**config.mk**
```make
export PLATFORM = sky130hd
export DESIGN_NAME = scale
export DESIGN_NICKNAME = d
export VERILOG_FILES = /design/src/verilog/acc_pkg.sv /design/src/verilog/scale.sv
export SDC_FILE = /design/constraint.sdc
export NUM_CORES = 2
export LEC_CHECK = 0
export CORE_MARGIN = 4
export CORE_UTILIZATION = 31
export CTS_CLUSTER_SIZE = 24
export DETAILED_ROUTE_END_ITERATION = 10
export DONT_BUFFER_PORTS = 1
export HOLD_SLACK_MARGIN = 0.12
export SYNTH_ARGS = -nofsm -noshare
export SYNTH_HDL_FRONTEND = slang
export SYNTH_SLANG_ARGS = --single-unit
```
**constraint.sdc**
```tcl
create_clock -name clk -period 12.56 [get_ports clk]
set_input_delay 2.512 -clock clk [delete_from_list [all_inputs] [get_ports clk]]
set_output_delay 2.512 -clock clk [all_outputs]
set_load 0.03 [all_outputs]
```
**src/verilog/acc_pkg.sv**
```systemverilog
`default_nettype none

package acc_pkg;

    // lane geometry
    localparam int LANES     = 6;
    localparam int SUM_W     = 22;
    localparam int BUS_W     = LANES * SUM_W;
    localparam int OUT_W     = 8;
    localparam int OUT_BUS_W = LANES * OUT_W;

    // memories
    localparam int ADDR_W      = 10;
    localparam int BIAS_ADDR_W = 9;
    localparam int ACC_DEPTH   = 1 << ADDR_W;
    localparam int BIAS_DEPTH  = 1 << BIAS_ADDR_W;

    localparam int SCALE_W = 9;

    // info word layout
    localparam int INFO_W      = 46;
    localparam int N_LSB       = 3;
    localparam int N_W         = 5;
    localparam int SIZE_LSB    = 8;
    localparam int SIZE_W      = 9;
    localparam int BASE_LSB    = 17;
    localparam int SCALE_LSB   = 26;
    localparam int RELU_LSB    = 37;
    localparam int RELU_W      = 2;
    localparam int POOL_W_LSB  = 39;
    localparam int POOL_W_W    = 6;
    localparam int POOL_EN_BIT = 45;

endpackage

`default_nettype wire

```
**src/verilog/scale.sv**
```systemverilog
`timescale 1ns/1ns
`default_nettype none

module scale (
    input  logic                          clk,
    input  logic                          rst_n,
    input  logic [acc_pkg::BUS_W-1:0]     m_data,
    input  logic                          m_valid,
    output logic                          m_ready,
    input  logic [acc_pkg::SCALE_W-1:0]   scale_factor,
    input  logic [acc_pkg::N_W-1:0]       n,
    input  logic [acc_pkg::RELU_W-1:0]    relu_en,
    output logic [acc_pkg::OUT_BUS_W-1:0] s_data,
    output logic                          s_valid,
    input  logic                          s_ready
);
    import acc_pkg::*;

    logic [OUT_BUS_W-1:0] lane_out;
    logic                 m_fire;

    assign m_ready = !s_valid || s_ready;
    assign m_fire  = m_valid && m_ready;

    always_comb begin
        logic signed [SUM_W+SCALE_W:0] prod;
        logic signed [SUM_W+SCALE_W:0] act;
        for (int i = 0; i < LANES; i++) begin
            // scale factor is unsigned, widen before the signed multiply
            prod = $signed(m_data[i*SUM_W +: SUM_W]) * $signed({1'b0, scale_factor});
            act  = prod >>> n;
            if (act < 0) begin
                if (relu_en[0]) begin
                    act = '0;
                end else if (relu_en[1]) begin
                    // leaky slope of 1/8
                    act = act >>> 3;
                end
            end
            if (act > 127) begin
                lane_out[i*OUT_W +: OUT_W] = 8'h7f;
            end else if (act < -128) begin
                lane_out[i*OUT_W +: OUT_W] = 8'h80;
            end else begin
                lane_out[i*OUT_W +: OUT_W] = act[OUT_W-1:0];
            end
        end
    end

    always_ff @(posedge clk) begin
        if (!rst_n) begin
            s_valid <= 1'b0;
        end else if (m_fire) begin
            s_valid <= 1'b1;
        end else if (s_ready) begin
            s_valid <= 1'b0;
        end
    end

    always_ff @(posedge clk) begin
        if (m_fire) begin
            s_data <= lane_out;
        end
    end

endmodule

`default_nettype wire
```
# Yosys cells after proc, flatten, opt, wreduce, memory -nomap -nowiden

Cells that the tools add are included.

Register bits after elaboration: 49
Latch bits: 0
Bits in writable memories: 0
ROM bits: 0
Input port bits: 152
Word-level logic and storage cells: 67
Memories: 0

$add $sub $neg: 0
Multiply operators: 6
Div/mod/pow operators: 0
Magnitude comparators: 18
Eq/ne operators: 0
Shift-type cells: 6
Mux-type cells: 26
Bitwise operators: 0
Reduce and logical (&&, ||, !) cells: 4

Operators by type and width:

| kind                  | number |
|---|---|
| $mux W32              | 12 |
| $gt A32 B8 Y1 const B | 6 |
| $lt A32 B1 Y1 const B | 6 |
| $lt A32 B8 Y1 const B | 6 |
| $mul A22 B10 Y32      | 6 |
| $sshr A32 B5 Y32      | 6 |
| $mux W31              | 6 |
| $mux W8               | 6 |
| $mux W1               | 2 |
| $reduce_bool A2 Y1    | 1 |
| $logic_and A1 B1 Y1   | 1 |
| $logic_not A1 Y1      | 1 |
| $logic_or A1 B1 Y1    | 1 |

# Depth between registers and ports, before layout

Depth after elaboration: 7
Gate-level depth with buffers: 31

# Least setup slack after synthesis

OpenSTA, ideal clock, no wires.

Path kind: input port to flip-flop
Start point: in scale_factor[4] (netlist name)
End point: reg s_data[12] (netlist name) (data pin)
Arrival time: 9.636 ns
Required time: 12.287 ns
Path slack: 2.652 ns
Stages on the path: 28
Path buffers: 4
Cell sequence: clkbuf_1 clkbuf_1 clkbuf_1 nand2_1 fa_1 inv_1 fa_1 inv_1 fa_1 fa_1 fa_1 inv_1 ha_1 nand2_1 or3_1 a211o_1 and3_1 buf_2 a2111oi_4 nor3_1 mux4_2 mux2i_1 o22ai_1 a2111oi_0 nand2_1 nor4bb_1 a31o_2 o221ai_1

Longest elaborated chain between the ends: 7
Elaborated cells between the ends (all ways): 9
Those cells by class: mul (1); order compare (3); shift (1); mux (4)

Ends and longest elaborated chain:

| item                                                                  | RTL line    | source |
|---|---|---|
| start, declared                                                       | scale.sv:10 | `input logic [acc_pkg::SCALE_W-1:0] scale_factor,` |
| $mul A22 B10 Y32 *                                                    | scale.sv:30 | `prod = $signed(m_data[i*SUM_W +: SUM_W]) * $signed({1'b0, scale_factor});` |
| $sshr A32 B5 Y32 *                                                    | scale.sv:31 | `act = prod >>> n;` |
| parallel branches: the longest is 2 deep, another holds $lt A32 B1 Y1 | n/a         |  |
| $mux W32 *                                                            | scale.sv:32 | `if (act < 0) begin` |
| $lt A32 B8 Y1                                                         | scale.sv:42 | `end else if (act < -128) begin` |
| $mux W8                                                               | scale.sv:42 |  |
| end signal, assigned                                                  | scale.sv:62 | `s_data <= lane_out;` |
| end, declared                                                         | scale.sv:13 | `output logic [acc_pkg::OUT_BUS_W-1:0] s_data,` |

Every way passes the cells marked *.
A chain may end at the register's enable or synchronous reset.

# Worst setup path after layout

Start point: in scale_factor[1] (netlist name)
End point: reg s_data[17] (netlist name) (data pin)

The elaborated chain is that of the path after synthesis.

==> metrics.yaml <==
run_status:
  status: "finished clean"
synth:
  synth_top_family_by_area: "adder cells"
  synth_seq_cells: 49
  yosysSeqAreaShare_pct: 2.26
  synth_cells: 8238
  synth_xor_area_share_pct: 2.02
  synthMuxAreaShare_pct: 4.44
  synth_common_cells: "inv_1, fa_1, nand2_1, and2_1, a21oi_1"
  synthTopCellsByArea: "fa_1, ha_1, and2_1"
  avgSynthCellArea_um2: 7.84
  synth.top_cell.area_share_pct: 30.5
  ys_types: 113
  yosys_warnings: 0
  synth-adder-area-share_pct: 38.5
  yosysTopAreaCell: "fa_1"
  async_flop_share_pct: 0
  synth.most_common_cell: "inv_1"
  synth-simple-area-share_pct: 22.2
  netlist_area_um2: 64600
  synth_edf_count: 48
  synth_ff_type: "edfxtp_1"
  synth-compound-area-share_pct: 21.1
  syn-num-nets: 9788
floorplan:
  core_um2: 207000
  rows: 167
  io_pins: 202
  die_w_um: 464
  die_area_um2: 216000
  initial_utilization_pct: 31.2
  die_h_um: 464
clock_network:
  clockBufferDepth: 2
  postCtsResizedCells: 0
  clock_latency_ns: 0.34
  cts_made_buffers: 5
  clock-root-buffer: "clkbuf_16"
  cts_tree: "done"
  hold_buffers: 0
  h-tree-depth: 2
  cts.sinks: 49
  cts_setup_buffers: 0
  clk_pin_slew_ns: 0.09
timing:
  period_needed_ns: 11.15
  relSlewSlack_pct: 10.7
  setup_viol: 0
  tns_ns: 0
  slew_viol_final: 0
  fin_crit_sh_pct: 88.8
  finClkSkew_ns: 0.0167
  worst_slew_pin_slew_ns: 1.33
  fmax_ghz: 0.0897
  rsz0062_at_grt: "no"
  hold_viol_final: 0
global_route:
  antenna_found_initial: 13
  grt.total_usage_pct: 22.9
  gr-total-overflow: 0
  grt_pass1_vias: 63000
  grt_pass1_wl_um: 390000
  grt_max_degree: 221
min_path:
  min_path_type: "reg2reg"
cells_and_area:
  finish.utilization_pct: 32.4
  nets: 9397
  fillers: 22000
  final_cells: 10600
  area_delta_synth_final_pct: 3.95
  ff_latch_area_um2: 1460
  layout-drive-gt1-share_pct: 3.75
  multi_input_area_um2: 57100
setup_path:
  cp.arrival_ns: 11.34
  cp_data_required_time_ns: 12.75
  cp-end-kind: "flop"
  cp_max_fo: 132
  startpoint_type: "input pin"
  path_class: "in2reg"
place:
  gp_congestion: 0.991
  port_buffers: 0
  hpwl_um: 192000
  dp_cells: 10600
detailed_routing:
  drc: 0
  wl_um: 254000
  ant_nets: 0
  drtIter0Drc: 6428
  vias: 62300
  dr.pass1.iters: 7
  drt-wirelength-per-cell_um: 23.9
  avgViaCountPerCell: 5.85
run:
  cap_viol_max_count: 0
## flip-flops by register name, summed over array words and instances, names as in the netlist
signal	cells
s_data	48
s_valid	1
## metrics by stage
| step | hold slack [ns] | cell area (um^2) | setup WS (ns) |
|---|---|---|---|
| 4_1_cts | 0.957 | 67100 | 1.86 |
| 5_1_grt | 0.984 | 67100 | 1.31 |
| 3_5_place_dp | 0.943 | 66900 | 1.50 |
| 3_3_place_gp | 0.913 | 66900 | 1.46 |
| 6_report | 0.936 | 67100 | 1.41 |
| 2_1_floorplan | 0.885 | 64600 | 2.65 |
## layer usage
| metal | vias to the layer above | part of all wire (%) | GRT usage, % |
|---|---|---|---|
| met5 | - | 0.013 | 0 |
| met4 | 4 | 4.0 | 8.13 |
| met3 | 530 | 8.0 | 3.48 |
| met2 | 3045 | 44 | 36.3 |
| met1 | 31100 | 43 | 31.6 |
| li1 | 27500 | - | - |
## worst max-delay path, cell delays in order
cell and delay, ns:
and2_1 0.40, fa_1 0.53, inv_1 0.06, fa_1 0.50, inv_1 0.06, fa_1 0.53, inv_1 0.06, fa_1 0.38
fa_1 0.53, inv_1 0.05, ha_1 0.38, a21oi_1 0.14, o211a_1 0.28, nor2_1 0.42, o211ai_1 0.35, a22oi_1 0.46
nand2_1 0.19, a221oi_1 1.10, a21oi_1 0.29, o32ai_1 0.51, o32ai_1 0.16, nor4_1 0.35, nand4_1 0.32, nand2b_1 0.25
a2bb2oi_1 0.18
## final cells by class
type / instances / area share, %
Antenna cell: 6 / 0.0224
Clock buffer: 5 / 0.186
Clock inverter: 3 / 0.0429
Inverter: 1128 / 6.32
Multi-Input combinational cell: 6574 / 85.0
Sequential cell: 49 / 2.18
Tap cell: 2788 / 5.20
Timing Repair Buffer: 89 / 1.01
## kinds of logic after synthesis
group | Yosys count
xor gates and xnor gates | 147
buffers and inverters | 1615
and+or+nand+nor | 2838
AOI/OAI and AO/OA | 1970
adders and majority gates | 1398
DFF | 49
muxes | 221
## worst paths after layout
path | slack (ns) | startpoint | to | cells past startpoint
worst max register to register | 10.55 | s_valid | s_data[34] | 3
worst min register to register | 0.94 | s_valid | s_valid | 2
worst max-delay path | 1.41 | scale_factor[1] | s_data[17] | 25
worst min-delay path | 0.94 | s_valid | s_valid | 2
## cell usage in the layout (no fill, tap or decap), types with 72 or more instances in the layout
master    instances
a211oi_1        137
a21o_1           76
a21oi_1         441
a31oi_1          72
and2_1          760
buf_4            88
fa_1            984
ha_1            414
inv_1          1122
mux2i_1         140
nand2_1         931
nand3_1         134
nand4_1          79
nor2_1          395
nor3_1          152
o211ai_1        142
o21ai_0         300
o22ai_1          87
xnor2_1         105
Power is left out: the tool's default activity adds up to more than one toggle a clock period on the data nets, which glitch-free logic cannot reach.
