[config.mk]
export PLATFORM = sky130hd
export DESIGN_NAME = max_pool
export DESIGN_NICKNAME = d
export VERILOG_FILES = /design/src/verilog/acc_pkg.sv /design/src/verilog/max_pool.sv
export SDC_FILE = /design/constraint.sdc
export NUM_CORES = 1
export LEC_CHECK = 0
export ABC_AREA = 1
export BUFFER_PORTS_ARGS = -buffer_cell sky130_fd_sc_hd__buf_2
export CAP_MARGIN = 15
export CORE_UTILIZATION = 40
export DETAILED_ROUTE_END_ITERATION = 6
export MAX_ROUTING_LAYER = met4
export PLACE_DENSITY_LB_ADDON = 0.05
export SYNTH_ARGS = -nofsm -noshare
export SYNTH_HDL_FRONTEND = slang
export SYNTH_SLANG_ARGS = --single-unit
[constraint.sdc]
create_clock -name clk -period 2.86 [get_ports clk]
set_input_delay 0.143 -clock clk [delete_from_list [all_inputs] [get_ports clk]]
set_output_delay 0.143 -clock clk [all_outputs]
set_load 0.01 [all_outputs]
[src/verilog/acc_pkg.sv]
`default_nettype none

package acc_pkg;

    // lane geometry
    localparam int LANES     = 6;
    localparam int SUM_W     = 22;
    localparam int BUS_W     = LANES * SUM_W;
    localparam int OUT_W     = 8;
    localparam int OUT_BUS_W = LANES * OUT_W;

    // memories
    localparam int ADDR_W      = 10;
    localparam int BIAS_ADDR_W = 9;
    localparam int ACC_DEPTH   = 1 << ADDR_W;
    localparam int BIAS_DEPTH  = 1 << BIAS_ADDR_W;

    localparam int SCALE_W = 9;

    // info word layout
    localparam int INFO_W      = 46;
    localparam int N_LSB       = 3;
    localparam int N_W         = 5;
    localparam int SIZE_LSB    = 8;
    localparam int SIZE_W      = 9;
    localparam int BASE_LSB    = 17;
    localparam int SCALE_LSB   = 26;
    localparam int RELU_LSB    = 37;
    localparam int RELU_W      = 2;
    localparam int POOL_W_LSB  = 39;
    localparam int POOL_W_W    = 6;
    localparam int POOL_EN_BIT = 45;

endpackage

`default_nettype wire

[src/verilog/max_pool.sv]
`timescale 1ns/1ns
`default_nettype none

module max_pool (
    input  logic                          clk,
    input  logic                          rst_n,
    input  logic [acc_pkg::OUT_BUS_W-1:0] m_data,
    input  logic                          m_valid,
    output logic                          m_ready,
    input  logic [acc_pkg::POOL_W_W-1:0]  pool_width,
    input  logic                          pool_en,
    output logic [acc_pkg::OUT_BUS_W-1:0] s_data,
    output logic                          s_valid,
    input  logic                          s_ready
);
    import acc_pkg::*;

    logic [OUT_BUS_W-1:0] run_max;
    logic [OUT_BUS_W-1:0] merged;
    logic [POOL_W_W-1:0]  cnt;
    logic                 m_fire;
    logic                 group_end;
    logic                 s_load;

    assign m_ready   = !s_valid || s_ready;
    assign m_fire    = m_valid && m_ready;
    assign group_end = (cnt == pool_width - 1'b1);
    assign s_load    = m_fire && (!pool_en || group_end);

    // first beat of a group starts the maximum afresh
    always_comb begin
        for (int i = 0; i < LANES; i++) begin
            if (cnt == '0 ||
                $signed(m_data[i*OUT_W +: OUT_W]) > $signed(run_max[i*OUT_W +: OUT_W])) begin
                merged[i*OUT_W +: OUT_W] = m_data[i*OUT_W +: OUT_W];
            end else begin
                merged[i*OUT_W +: OUT_W] = run_max[i*OUT_W +: OUT_W];
            end
        end
    end

    always_ff @(posedge clk) begin
        if (!rst_n) begin
            cnt     <= '0;
            s_valid <= 1'b0;
        end else begin
            if (m_fire && pool_en) begin
                cnt <= group_end ? '0 : cnt + 1'b1;
            end
            if (s_load) begin
                s_valid <= 1'b1;
            end else if (s_ready) begin
                s_valid <= 1'b0;
            end
        end
    end

    always_ff @(posedge clk) begin
        if (m_fire) begin
            run_max <= merged;
        end
        if (s_load) begin
            s_data <= pool_en ? merged : m_data;
        end
    end

    a_width_nonzero: assert property (@(posedge clk) disable iff (!rst_n)
        pool_en |-> pool_width != '0);

    // pool_width stays put inside a group
    a_cnt_in_range: assert property (@(posedge clk) disable iff (!rst_n)
        pool_en |-> cnt < pool_width);

endmodule

`default_nettype wire

======== After elaboration in Yosys (flattened, before gate mapping) ========
Cells that the tools add are included.
storage, ports and cells
  output and inout bits ................... 50
  bits of input ports ..................... 59
  flip-flop bits (word level) ............. 103
cells by class
  add/subtract/negate cells ............... 2
  reductions and logical operators ........ 15
  magnitude comparators ................... 6
  equality and inequality tests ........... 1
  multiplexer cells ....................... 10
operators by type and width
  cell                 number
  $gt 8x8->1           6
  $mux 48              1
  $mux 8               6
  $logic_or 1x1->1     8
  $add 6x1->6 const B  1
  $eq 6x6->1           1
  $logic_not 6->1      1
  $mux 6               1
  $sub 6x1->6 const B  1
  $logic_and 1x1->1    3
  $logic_not 1->1      2
  $mux 1               2
  $reduce_bool 2->1    1

======== Depth between registers and ports, before layout ========
  depth after elaboration ................. 5
  depth in mapped cells ................... 16

======== Least setup slack after synthesis ========
No wires, ideal clock.
  kind .................................... reg-to-reg
  start point ............................. reg s_valid
  end point ............................... reg s_data[0] in the netlist's numbering, enable pin
  path buffers ............................ 0
  period minus slack after synthesis ...... 3105 ps
  slack ................................... -245 ps
  arrival time ............................ 2702 ps
  stages on the path, launching flop included .. 6
  required time ........................... 2458 ps
  cells stage by stage .................... dfxtp_1 -> nand2_1 -> nand2_1 -> inv_1 -> nand2_1 -> inv_1
between the ends
  longest elaborated chain between the ends .. 4
RTL lines
  what                      line            source
  start: declaration        max_pool.sv:13  output logic s_valid,
  start signal: assignment  max_pool.sv:45  s_valid <= 1'b0;
  start signal: assignment  max_pool.sv:51  s_valid <= 1'b1;
  start signal: assignment  max_pool.sv:53  s_valid <= 1'b0;
  $logic_not 1->1           max_pool.sv:25  assign m_ready = !s_valid || s_ready;
  $logic_or 1x1->1          max_pool.sv:25
  named net m_ready         max_pool.sv:9   output logic m_ready,
  $logic_and 1x1->1         max_pool.sv:26  assign m_fire = m_valid && m_ready;
  named net m_fire          max_pool.sv:21  logic m_fire;
  $logic_and 1x1->1         max_pool.sv:28  assign s_load = m_fire && (!pool_en || group_end);
  named net s_load          max_pool.sv:23  logic s_load;
  end signal: assignment    max_pool.sv:63  s_data <= pool_en ? merged : m_data;
  end: declaration          max_pool.sv:12  output logic [acc_pkg::OUT_BUS_W-1:0] s_data,
The timed path passes the listed nets, and every way through them passes these cells.
A chain may end at the register's enable or synchronous reset.

======== Final worst setup path ========
  start point ............................. reg cnt[0]
  end point ............................... reg run_max[30], data pin
between the ends
  longest elaborated chain between the ends .. 3
RTL lines
  what                      line            source
  start: declaration        max_pool.sv:20  logic [POOL_W_W-1:0] cnt;
  start signal: assignment  max_pool.sv:48  cnt <= group_end ? '0 : cnt + 1'b1;
  $logic_not 6->1           max_pool.sv:33  if (cnt == '0 ||
  $logic_or 1x1->1          max_pool.sv:33
  $mux 8                    max_pool.sv:33
  named net merged[30]      max_pool.sv:19  logic [OUT_BUS_W-1:0] merged;
  end signal: assignment    max_pool.sv:60  run_max <= merged;
  end: declaration          max_pool.sv:18  logic [OUT_BUS_W-1:0] run_max;
The timed path passes the listed nets, and every way through them passes these cells.

==> qor.yml <==
drt:
  routedWlPerCell_um: 13.2
  met2_length_mm: 6.59
  ant_nets: 0
  wl_mm: 14.5
  met3_length_um: 557
  drt-vias-per-instance: 4.71
  dr.pass1.iters: 4
  routed.top_layer: "met4"
  via_count: 5200
  route.detailed.drc: 0
  m1WireLength_mm: 7.07
  drtIter0Drc: 242
placed_design:
  io_buffers: 108
  globalplace.congestion: 0.839
  hpwlAfterDp_mm: 9.81
yosys:
  synth_edf_count: 96
  ys_types: 28
  avgSynthCellArea_um2: 8.27
  synth.cell_area_um2: 6430
  syn_inst: 778
  synthArstFlopShare_pct: 0
  synthFlopType: "edfxtp_1"
  ys_seq_area_share_pct: 47.0
  synth.net_count: 888
  yosys_warnings: 0
  ys_seq_elements: 103
cells_and_area:
  nNetsFinal: 997
  drive_gt1_share_pct: 16.1
  multi_input_area_um2: 2840
  ff_latch_area_um2: 3020
  area_delta_synth_final_pct: 17.0
  antenna-diode-count: 0
  layout_commonest_cell: "nand2_1"
  mostFrequentLayoutCells: "nand2_1, inv_1, nand3_1, buf_2, edfxtp_1"
  fillCellCount: 1555
worst_hold_path:
  hold-path-endpoint: "s_valid"
  min_from: "rst_n"
  worstHoldPathCells: 3
  hold_path_class: "in -> reg"
setup_path:
  critPathTopFamily: "simple AND/OR/NAND/NOR gates"
  cp_slowest_cell: "nand3_2"
  r2r_slack_ns: 0.68
  cp-start-kind: "register"
  path_buf_inv: 2
  crit_chain: "inv_1 > ha_1 > nand3_2 > buf_4 > nand2_2 > nand2_1 > and2_1"
  reg2reg_from: "cnt[0]"
  end_kind: "register"
  max_stage_delay_ns: 0.47
  crit_type: "reg -> reg"
  worst-path-max-fanout: 22
  reg2reg_depth: 7
  r2r-end: "run_max[30]"
  worstPathRequired_ns: 2.97
  arrival_ns: 2.29
sta:
  clock.fmax_mhz: 459
  worst_pin_slew_ns: 0.731
  rsz0062_at_grt: "false"
  relSlewSlack_pct: 51.3
  holdWs_ns: 0.0383
  period_share_pct: 76.2
  drv_slew: 0
  setup_viol: 0
  fin_tns_setup_ns: 0
  hold_viol_final: 0
  min_period_ns: 2.18
  fin_skew_ns: 0.00885
grt:
  antenna_found_initial: 0
  grt_max_degree: 49
  grt_pass1_wl_mm: 23.7
  grt_usage_pct: 19.1
  grt-ovfl-total: 0
  grt_pass1_vias: 4925
job:
  max_cap_viol_count: 0
cts:
  hold_buffers: 0
  cts_max_path_buffers: 2
  cts.sinks: 103
  clockRootBuffer: "clkbuf_16"
  htree_levels: 3
  cts_setup_buffers: 0
  cts_tree: "done"
  clk_latency_ns: 0.36
  clk_pin_slew_worst_paths_ns: 0.07
  cts_resized: 0
  cts_made_buffers: 9
outcome:
  status: "complete, no violations"
power_and_ir_drop:
  leakage_nw: 3.80
  powerDensity_nw_per_um2: 516
  p_int_mw: 2.77
  power.ir.vdd_worst_mv: 0.314
  seqPwrFrac_pct: 47.0
  p_clk_share_pct: 31.7
  switching_share_pct: 28.7
  combPwrFrac_pct: 21.2
  p_sw_mw: 1.12
floorplan:
  die_h_um: 129
  start_util_pct: 41.7
  die_w_um: 129
  num_rows: 45
  dieArea_um2: 16600
  core-area_um2: 15400
  io_pins: 109
worst max-delay path by stage:
stage / start / end / slack [ns] / cells after the start
6_report: cnt[0] / run_max[30] / 0.68 / 7
5_1_grt: run_max[39] / s_data[32] / 0.49 / 11
4_1_cts: cnt[0] / s_data[24] / 0.67 / 8
3_5_place_dp: pool_width[0] / s_data[36] / 0.65 / 12
3_3_place_gp: pool_width[0] / s_data[36] / 0.65 / 12
2_1_floorplan: s_valid / s_data[0] / 0.09 / 5
area by class of cell:
class | instances | area share [%]
repair buffers | 114 | 8.11
well taps | 211 | 3.51
flip-flops and latches | 103 | 40.1
inverters | 135 | 6.78
multi-input cells | 524 | 37.7
clock inverters | 5 | 0.648
clock buffers | 11 | 3.09
per-stage QoR:
step / instances / power (mW) / util, % / setup slack, ns / instance area (um2)
3_5_place_dp: 1087 / 2.69 / 47.0 / 0.649 / 7250
4_1_cts: 1103 / 3.93 / 48.8 / 0.675 / 7530
2_1_floorplan: 778 / 2.42 / - / 0.0871 / 6440
3_3_place_gp: 1087 / 2.68 / 47.0 / 0.655 / 7250
5_1_grt: 1103 / 4.12 / 48.8 / 0.490 / 7530
6_report: 1103 / 3.88 / 48.8 / 0.680 / 7530
power by group through the flow:
stage / logic [mW] / registers, mW / clock network (mW)
final: 0.825 / 1.83 / 1.23
after global routing: 0.957 / 1.84 / 1.33
after CTS: 0.838 / 1.83 / 1.27
after detailed placement: 0.832 / 1.86 / 0
after global placement: 0.820 / 1.86 / 0
after floorplan: 0.547 / 1.88 / 0
synthesized netlist by cell type, types with 5 or more instances:
cell	count	share of area, %
nand4_1	8	0.78
edfxtp_1	96	45
nand2_1	232	14
inv_1	133	7.8
nand2_2	5	0.49
a21oi_1	16	1.2
and2_1	48	4.7
clkbuf_1	9	0.53
dfxtp_1	7	2.2
nor2_1	27	1.6
nand3_2	6	0.93
ha_1	51	9.9
nand3_1	108	8.4
registers in the layout, indices dropped and copies added, names as in the netlist:
name and count:
s_valid 1, s_data 48, run_max 48, cnt 6
logic make-up (layout without fill, tap and decap cells):
group / Yosys count / count (layout) / synth area share (%)
xor+xnor: 4 / 4 / 0.544
compound gates: 23 / 23 / 1.91
simple gates: 446 / 446 / 31.8
buf+inv: 151 / 265 / 8.87
flops: 103 / 103 / 47.0
fa+ha+maj: 51 / 51 / 9.92
routing by layer:
metal,vias to the layer above,global-route usage [%]
met5,-,-
met4,0,7.75
met3,19,3.49
met2,99,29.9
met1,2356,24.4
li1,2726,-
tightest hold or removal path: stages:
cell     delay, ns
buf_2         0.11
inv_1         0.06
a21oi_1       0.04
No activity file was read; power rests on OpenSTA's default activity.
