===== config.mk =====
export PLATFORM = sky130hd
export DESIGN_NAME = conv_acc
export DESIGN_NICKNAME = d
export VERILOG_FILES = /design/src/verilog/acc_pkg.sv /design/src/verilog/conv_acc.sv
export SDC_FILE = /design/constraint.sdc
export NUM_CORES = 1
export LEC_CHECK = 0
export BUFFER_PORTS_ARGS = -buffer_cell sky130_fd_sc_hd__buf_2
export CAP_MARGIN = 20
export CORE_AREA = 5 5 279 281
export DETAILED_ROUTE_END_ITERATION = 7
export DIE_AREA = 0 0 284 286
export SLEW_MARGIN = 30
export SYNTH_ARGS = -nofsm -noshare
export SYNTH_HDL_FRONTEND = slang
export SYNTH_SLANG_ARGS = --single-unit

===== constraint.sdc =====
create_clock -name clk -period 24 [get_ports clk]
set_clock_uncertainty 0.15 [all_clocks]
set_input_delay 4.8 -clock clk [delete_from_list [all_inputs] [get_ports clk]]
set_output_delay 4.8 -clock clk [all_outputs]
set_load 0.005 [all_outputs]

===== src/verilog/acc_pkg.sv =====
`default_nettype none

package acc_pkg;

    // lane geometry
    localparam int LANES     = 6;
    localparam int SUM_W     = 22;
    localparam int BUS_W     = LANES * SUM_W;
    localparam int OUT_W     = 8;
    localparam int OUT_BUS_W = LANES * OUT_W;

    // memories
    localparam int ADDR_W      = 10;
    localparam int BIAS_ADDR_W = 9;
    localparam int ACC_DEPTH   = 1 << ADDR_W;
    localparam int BIAS_DEPTH  = 1 << BIAS_ADDR_W;

    localparam int SCALE_W = 9;

    // info word layout
    localparam int INFO_W      = 46;
    localparam int N_LSB       = 3;
    localparam int N_W         = 5;
    localparam int SIZE_LSB    = 8;
    localparam int SIZE_W      = 9;
    localparam int BASE_LSB    = 17;
    localparam int SCALE_LSB   = 26;
    localparam int RELU_LSB    = 37;
    localparam int RELU_W      = 2;
    localparam int POOL_W_LSB  = 39;
    localparam int POOL_W_W    = 6;
    localparam int POOL_EN_BIT = 45;

endpackage

`default_nettype wire


===== src/verilog/conv_acc.sv =====
`timescale 1ns/1ns
`default_nettype none

module conv_acc (
    input  logic                            clk,
    input  logic                            rst_n,
    input  logic [acc_pkg::BUS_W-1:0]       m_data,
    input  logic                            m_first,
    input  logic                            m_last,
    input  logic                            m_valid,
    output logic                            m_ready,
    input  logic [acc_pkg::BIAS_ADDR_W-1:0] base,
    input  logic [acc_pkg::SIZE_W-1:0]      size,
    output logic [acc_pkg::BIAS_ADDR_W-1:0] bias_addr,
    output logic                            bias_rd_en,
    input  logic [acc_pkg::BUS_W-1:0]       bias_data,
    output logic [acc_pkg::ADDR_W-1:0]      ram_rd_addr,
    output logic                            ram_rd_en,
    input  logic [acc_pkg::BUS_W-1:0]       ram_rd_data,
    output logic [acc_pkg::ADDR_W-1:0]      ram_wr_addr,
    output logic                            ram_wr_en,
    output logic [acc_pkg::BUS_W-1:0]       ram_wr_data,
    output logic [acc_pkg::BUS_W-1:0]       s_sum,
    output logic                            s_valid,
    input  logic                            s_ready
);
    import acc_pkg::*;

    logic [ADDR_W-1:0] pos;
    logic              m_fire;

    logic              s1_valid;
    logic              s1_first;
    logic              s1_last;
    logic [BUS_W-1:0]  s1_data;
    logic [ADDR_W-1:0] s1_addr;
    logic              s1_fire;

    logic              s2_valid;
    logic              s2_first;
    logic              s2_last;
    logic [BUS_W-1:0]  s2_data;
    logic [ADDR_W-1:0] s2_addr;
    logic              s2_fire;
    logic              s2_ready;
    logic [BUS_W-1:0]  operand;
    logic [BUS_W-1:0]  s2_sum;
    logic              s_load;

    logic              fwd_valid;
    logic [ADDR_W-1:0] fwd_addr;
    logic [BUS_W-1:0]  fwd_sum;

    // non-last items retire into the ram without the output register
    assign s2_fire  = s2_valid && (!s2_last || !s_valid || s_ready);
    assign s2_ready = !s2_valid || s2_fire;
    assign s1_fire  = s1_valid && s2_ready;
    assign m_ready  = !s1_valid || s2_ready;
    assign m_fire   = m_valid && m_ready;

    assign bias_addr   = base;
    assign bias_rd_en  = s1_fire && s1_first;
    assign ram_rd_addr = s1_addr;
    assign ram_rd_en   = s1_fire && !s1_first;

    // last write may land on the same edge as this item's read
    assign operand = s2_first ? bias_data :
                     (fwd_valid && fwd_addr == s2_addr) ? fwd_sum : ram_rd_data;

    always_comb begin
        for (int i = 0; i < LANES; i++) begin
            s2_sum[i*SUM_W +: SUM_W] = s2_data[i*SUM_W +: SUM_W] + operand[i*SUM_W +: SUM_W];
        end
    end

    assign ram_wr_en   = s2_fire && !s2_last;
    assign ram_wr_addr = s2_addr;
    assign ram_wr_data = s2_sum;
    assign s_load      = s2_fire && s2_last;

    always_ff @(posedge clk) begin
        if (!rst_n) begin
            pos       <= '0;
            s1_valid  <= 1'b0;
            s2_valid  <= 1'b0;
            s_valid   <= 1'b0;
            fwd_valid <= 1'b0;
        end else begin
            if (m_fire) begin
                pos <= (pos == ADDR_W'(size) - 1'b1) ? '0 : pos + 1'b1;
            end
            if (m_fire) begin
                s1_valid <= 1'b1;
            end else if (s1_fire) begin
                s1_valid <= 1'b0;
            end
            if (s1_fire) begin
                s2_valid <= 1'b1;
            end else if (s2_fire) begin
                s2_valid <= 1'b0;
            end
            if (s_load) begin
                s_valid <= 1'b1;
            end else if (s_ready) begin
                s_valid <= 1'b0;
            end
            if (ram_wr_en) begin
                fwd_valid <= 1'b1;
            end
        end
    end

    always_ff @(posedge clk) begin
        if (m_fire) begin
            s1_data  <= m_data;
            s1_first <= m_first;
            s1_last  <= m_last;
            s1_addr  <= pos;
        end
        if (s1_fire) begin
            s2_data  <= s1_data;
            s2_first <= s1_first;
            s2_last  <= s1_last;
            s2_addr  <= s1_addr;
        end
        if (ram_wr_en) begin
            fwd_addr <= s2_addr;
            fwd_sum  <= s2_sum;
        end
        if (s_load) begin
            s_sum <= s2_sum;
        end
    end

    a_size_nonzero: assert property (@(posedge clk) disable iff (!rst_n)
        m_valid |-> size != '0);

    // size stays put while a job runs
    a_pos_in_range: assert property (@(posedge clk) disable iff (!rst_n)
        m_valid |-> pos < ADDR_W'(size));

endmodule

`default_nettype wire


# == After elaboration in Yosys (flattened, before gate mapping) ==
# Cells that the tools add are included.
# op_classes
n_addsub,8
n_reduce_logical,20
n_eq_ne,2
mux,9
# op_table
operator,count
$mux 132,2
$add 22x22->22,6
$eq 10x10->1,2
$add 10x1->10 const B,1
$mux 10,1
$sub 9x1->10 const B,1
$logic_and 1x1->1,8
$mux 1,6
$reduce_bool 2->1,3
$logic_not 1->1,5
$logic_or 1x1->1,4
# totals
register_bits,576
in_bits,420

# == Longest topological paths before layout ==
# logic_depth
word_depth,8
depth_mapped,17

# == Least setup slack after synthesis ==
# Ideal clock, no wire load.
# synth_timing
path_type,in2out
start,in s_ready
end,out bias_rd_en
stages,4
required_time_ns,19.050
t_arrival_ns,12.067
path_buffers,1
slack_ns,6.983
path_cell_list,and4b_1 -> buf_6 -> nor2b_1 -> and2_1
# synth_via
elab_chain_len,5
# synth_lines
item,line_no,text
start: declaration,conv_acc.sv:25,input logic s_ready
$logic_or 1x1->1,conv_acc.sv:55,assign s2_fire = s2_valid && (!s2_last || !s_valid || s_ready);
$logic_and 1x1->1,conv_acc.sv:55,
$logic_or 1x1->1,conv_acc.sv:56,assign s2_ready = !s2_valid || s2_fire;
$logic_and 1x1->1,conv_acc.sv:57,assign s1_fire = s1_valid && s2_ready;
net s1_fire,conv_acc.sv:37,logic s1_fire;
$logic_and 1x1->1,conv_acc.sv:62,assign bias_rd_en = s1_fire && s1_first;
end: declaration,conv_acc.sv:15,"output logic bias_rd_en,"
# The timed path passes the listed nets, and every way through them passes these cells.

# == Worst setup path in the final report ==
# layout_timing
start,in ram_rd_data[0] in the netlist's numbering
end,out ram_wr_data[18] in the netlist's numbering
# layout_via
elab_chain_len,3
# layout_lines
item,line_no,text
start: declaration,conv_acc.sv:19,"input logic [acc_pkg::BUS_W-1:0] ram_rd_data,"
$mux 132,conv_acc.sv:68,(fwd_valid && fwd_addr == s2_addr) ? fwd_sum : ram_rd_data;
$mux 132,conv_acc.sv:67,assign operand = s2_first ? bias_data :
$add 22x22->22,conv_acc.sv:72,s2_sum[i*SUM_W +: SUM_W] = s2_data[i*SUM_W +: SUM_W] + operand[i*SUM_W +: SUM_W];
end: declaration,conv_acc.sv:22,"output logic [acc_pkg::BUS_W-1:0] ram_wr_data,"
# Every way passes these cells.

==> results.sh <==
export IMPL_syn_cell_area_mm2=0.02647
export IMPL_grt_pass1_wl_mm=123.7
export IMPL_core_area_mm2=0.07519
export IMPL_cts_hold_buf=0
export IMPL_dpl_instance_area_mm2=0.03103
export IMPL_start_util_pct=35.20
export IMPL_stdcell_count=3651
export IMPL_slowest_stage="fa_1"
export IMPL_reg2regPathDepth=17
export IMPL_grt_use_total_pct=19.96
export IMPL_ioPinCount=718
export IMPL_ys_seq_area_share_pct=64.82
export IMPL_num_rows=101
export IMPL_final_nets=3172
export IMPL_setup_violations_final=0
export IMPL_drt_total_wl_mm=84.80
export IMPL_vdd_drop_max_mv=0.04839
export IMPL_path_class="primary input to output port"
export IMPL_portBuffers=699
export IMPL_critPathMaxFanout=3
export IMPL_gp_congestion=0.8829
export IMPL_mostFrequentLayoutCell="buf_2"
export IMPL_clock_root_buffer="clkbuf_16"
export IMPL_synthCells=1887
export IMPL_syn2layout_area_growth_pct=25.40
export IMPL_cts_tree="built"
export IMPL_die_w_um=284
export IMPL_synthFlopType="edfxtp_1"
export IMPL_max_freq_mhz=76.21
export IMPL_antenna_left=0
export IMPL_worst_setup_path_start_kind="primary input"
export IMPL_finalInstanceArea_mm2=0.03319
export IMPL_finalHoldViolCount=0
export IMPL_utilization_pct=44.14
export IMPL_grt_pass1_vias=19322
export IMPL_min_period_over_period_pct=54.67
export IMPL_drt_drc_violations_left=0
export IMPL_max_stage_delay_ps=460
export IMPL_clkLatencyLatePin_ps=600
export IMPL_post_place_cells=3522
export IMPL_fin_setup_tns_ps=0
export IMPL_fillers=6892
export IMPL_clkTransAtPathRegs_ps=60
export IMPL_drt_pass1_iterations=5
export IMPL_cts_resized=0
export IMPL_required_ps=19050
export IMPL_cts_sinks=576
export IMPL_die_y_um=286
export IMPL_grt_max_degree=135
export IMPL_synth_distinct_cells=67
export IMPL_synth_net_count=2447
export IMPL_fin_crit_ps=13120
export IMPL_ys_warn_count=0
export IMPL_end_kind="output port"
export IMPL_numCtsBuffers=66
export IMPL_status="complete, no violations"
export IMPL_cp_data_arrival_time_ps=8170
export IMPL_maxSlewHeadroom_pct=33.04
export IMPL_cap_violations=0
export IMPL_cts_buffer_depth=3
export IMPL_synth_edff_count=562
export IMPL_pwr_density_cell_mw_per_mm2=73.99
export IMPL_report_final_slew_viol_count=0
export IMPL_holdCritStartpoint="s1_data[46]"
export IMPL_leakagePower_nw=12.93
export IMPL_antenna_found_initial=26
export IMPL_path_cells="buf_2 -> mux2i_1 -> o21ai_0 -> ha_1 -> fa_1 -> a21oi_1 -> o21bai_1 -> or4_4 -> a311o_2 -> a31oi_1 -> o21bai_1 -> xnor2_1 -> buf_2"
export IMPL_dieArea_mm2=0.08122
export IMPL_syn_area_per_cell_um2=14.03
export IMPL_cts_setup_buffers=0
export IMPL_grt_ovfl_total=0
export IMPL_routed_via_density=5.096
export IMPL_reg2reg_from="ram_wr_addr[3]"
export IMPL_cts_max_level=3
export IMPL_r2r_end="s_sum[40]"
export IMPL_synth_seq_cells=576
export IMPL_rsz0062_at_grt="false"
export IMPL_dp_hpwl_mm=64.61
export IMPL_vias=18605
export IMPL_yosysTopAreaCell="edfxtp_1"
export IMPL_hold_slack_ps=263.1
export IMPL_synth_async_reset_ratio_pct=0
export IMPL_synth_top_area_share_pct=63.76
export IMPL_hold_path_class="flip-flop to flip-flop"
export IMPL_min_to="s2_data[46]"
export IMPL_yosys_top_cells_area="edfxtp_1, ha_1, mux2i_1, xnor2_1, o21ai_0"
export IMPL_detail_route_wl_per_cell_um=23.23
export IMPL_drive_gt1_share_pct=31.30
export IMPL_holdPathStages=0
export IMPL_reg2reg_slack_ps=17790
export IMPL_final_cell_mix="buf_2, edfxtp_1, o21ai_0"
export IMPL_tightest_slew_ps=1004
export IMPL_dr_first_iter_drc_count=1203
report_power, final:
group	internal [mW]	switching [mW]	total (mW)
combinational	0.113	0.170	0.282
clock	0.587	0.413	1.00
sequential	1.16	0.0114	1.17
synthesized netlist by cell type, drive strengths merged (25+ instances only):
cell and number:
inv 31, ha 134, a21o 45, xor2 45, nor2 57, o21bai 27, clkbuf 34, buf 25
o21ai 185, edfxtp 562, mux2i 135, nand2 175, xnor2 105, a21oi 101
critical path: cells and delay by family:
family	cells	cell delay, ps
xor gates and xnor gates	1	320
muxes	1	110
buffers and inverters	2	290
and+or+nand+nor	1	440
AOI/OAI and AO/OA	6	1420
adders and majority gates	2	790
final cells by class:
type / count / area [µm²] / share of cell area [%]
well taps: 978 / 1224 / 3.687
diodes: 12 / 30.03 / 0.09047
inverters: 31 / 116.4 / 0.3506
multi-input cells: 1221 / 8880 / 26.75
clock buffers: 83 / 1798 / 5.417
repair buffers: 716 / 3651 / 11.00
clock inverters: 34 / 336.6 / 1.014
flip-flops and latches: 576 / 17160 / 51.69
per-layer routing:
metal / GRT usage (%) / part of all wire [%]
met1: 24.63 / 40
met5: 0 / 0.18
met3: 4.980 / 7.0
met2: 35.00 / 50
met4: 5.494 / 2.2
worst max path at each step:
| stage | to | startpoint |
|---|---|---|
| final | ram_wr_data[18] | ram_rd_data[0] |
| after detailed placement | ram_wr_data[18] | ram_rd_data[0] |
| after global placement | ram_wr_data[18] | ram_rd_data[0] |
| after global routing | ram_wr_data[128] | ram_rd_data[110] |
| after floorplan | bias_rd_en | s_ready |
| after CTS | ram_wr_data[18] | ram_rd_data[0] |
logic make-up (layout without fill, tap and decap cells):
family | count (synthesis) | after routing | synth area share (%)
flops | 576 | 576 | 64.82
xor+xnor | 150 | 150 | 4.963
buf+inv | 90 | 864 | 1.721
fa+ha+maj | 140 | 140 | 6.788
simple gates | 334 | 334 | 5.791
other cells | 0 | 12 | 0
compound gates | 462 | 462 | 10.82
mux | 135 | 135 | 5.105
per-stage QoR:
step	power, mW	setup slack, ps
finish	2.456	10880
global route	2.553	10710
CTS	2.485	10870
detailed placement	1.478	10900
global placement	1.471	10940
floorplan	1.338	6983
flip-flops by register name, summed over array words and instances, names as in the netlist:
signal and count:
fwd_sum 132, s1_data 132, s2_data 132, s_sum 132, fwd_addr 10, pos 10, ram_rd_addr 10, ram_wr_addr 10
fwd_valid 1, s1_first 1, s1_last 1, s1_valid 1, s2_first 1, s2_last 1, s2_valid 1, s_valid 1
Power figures use the tool's default switching activity.
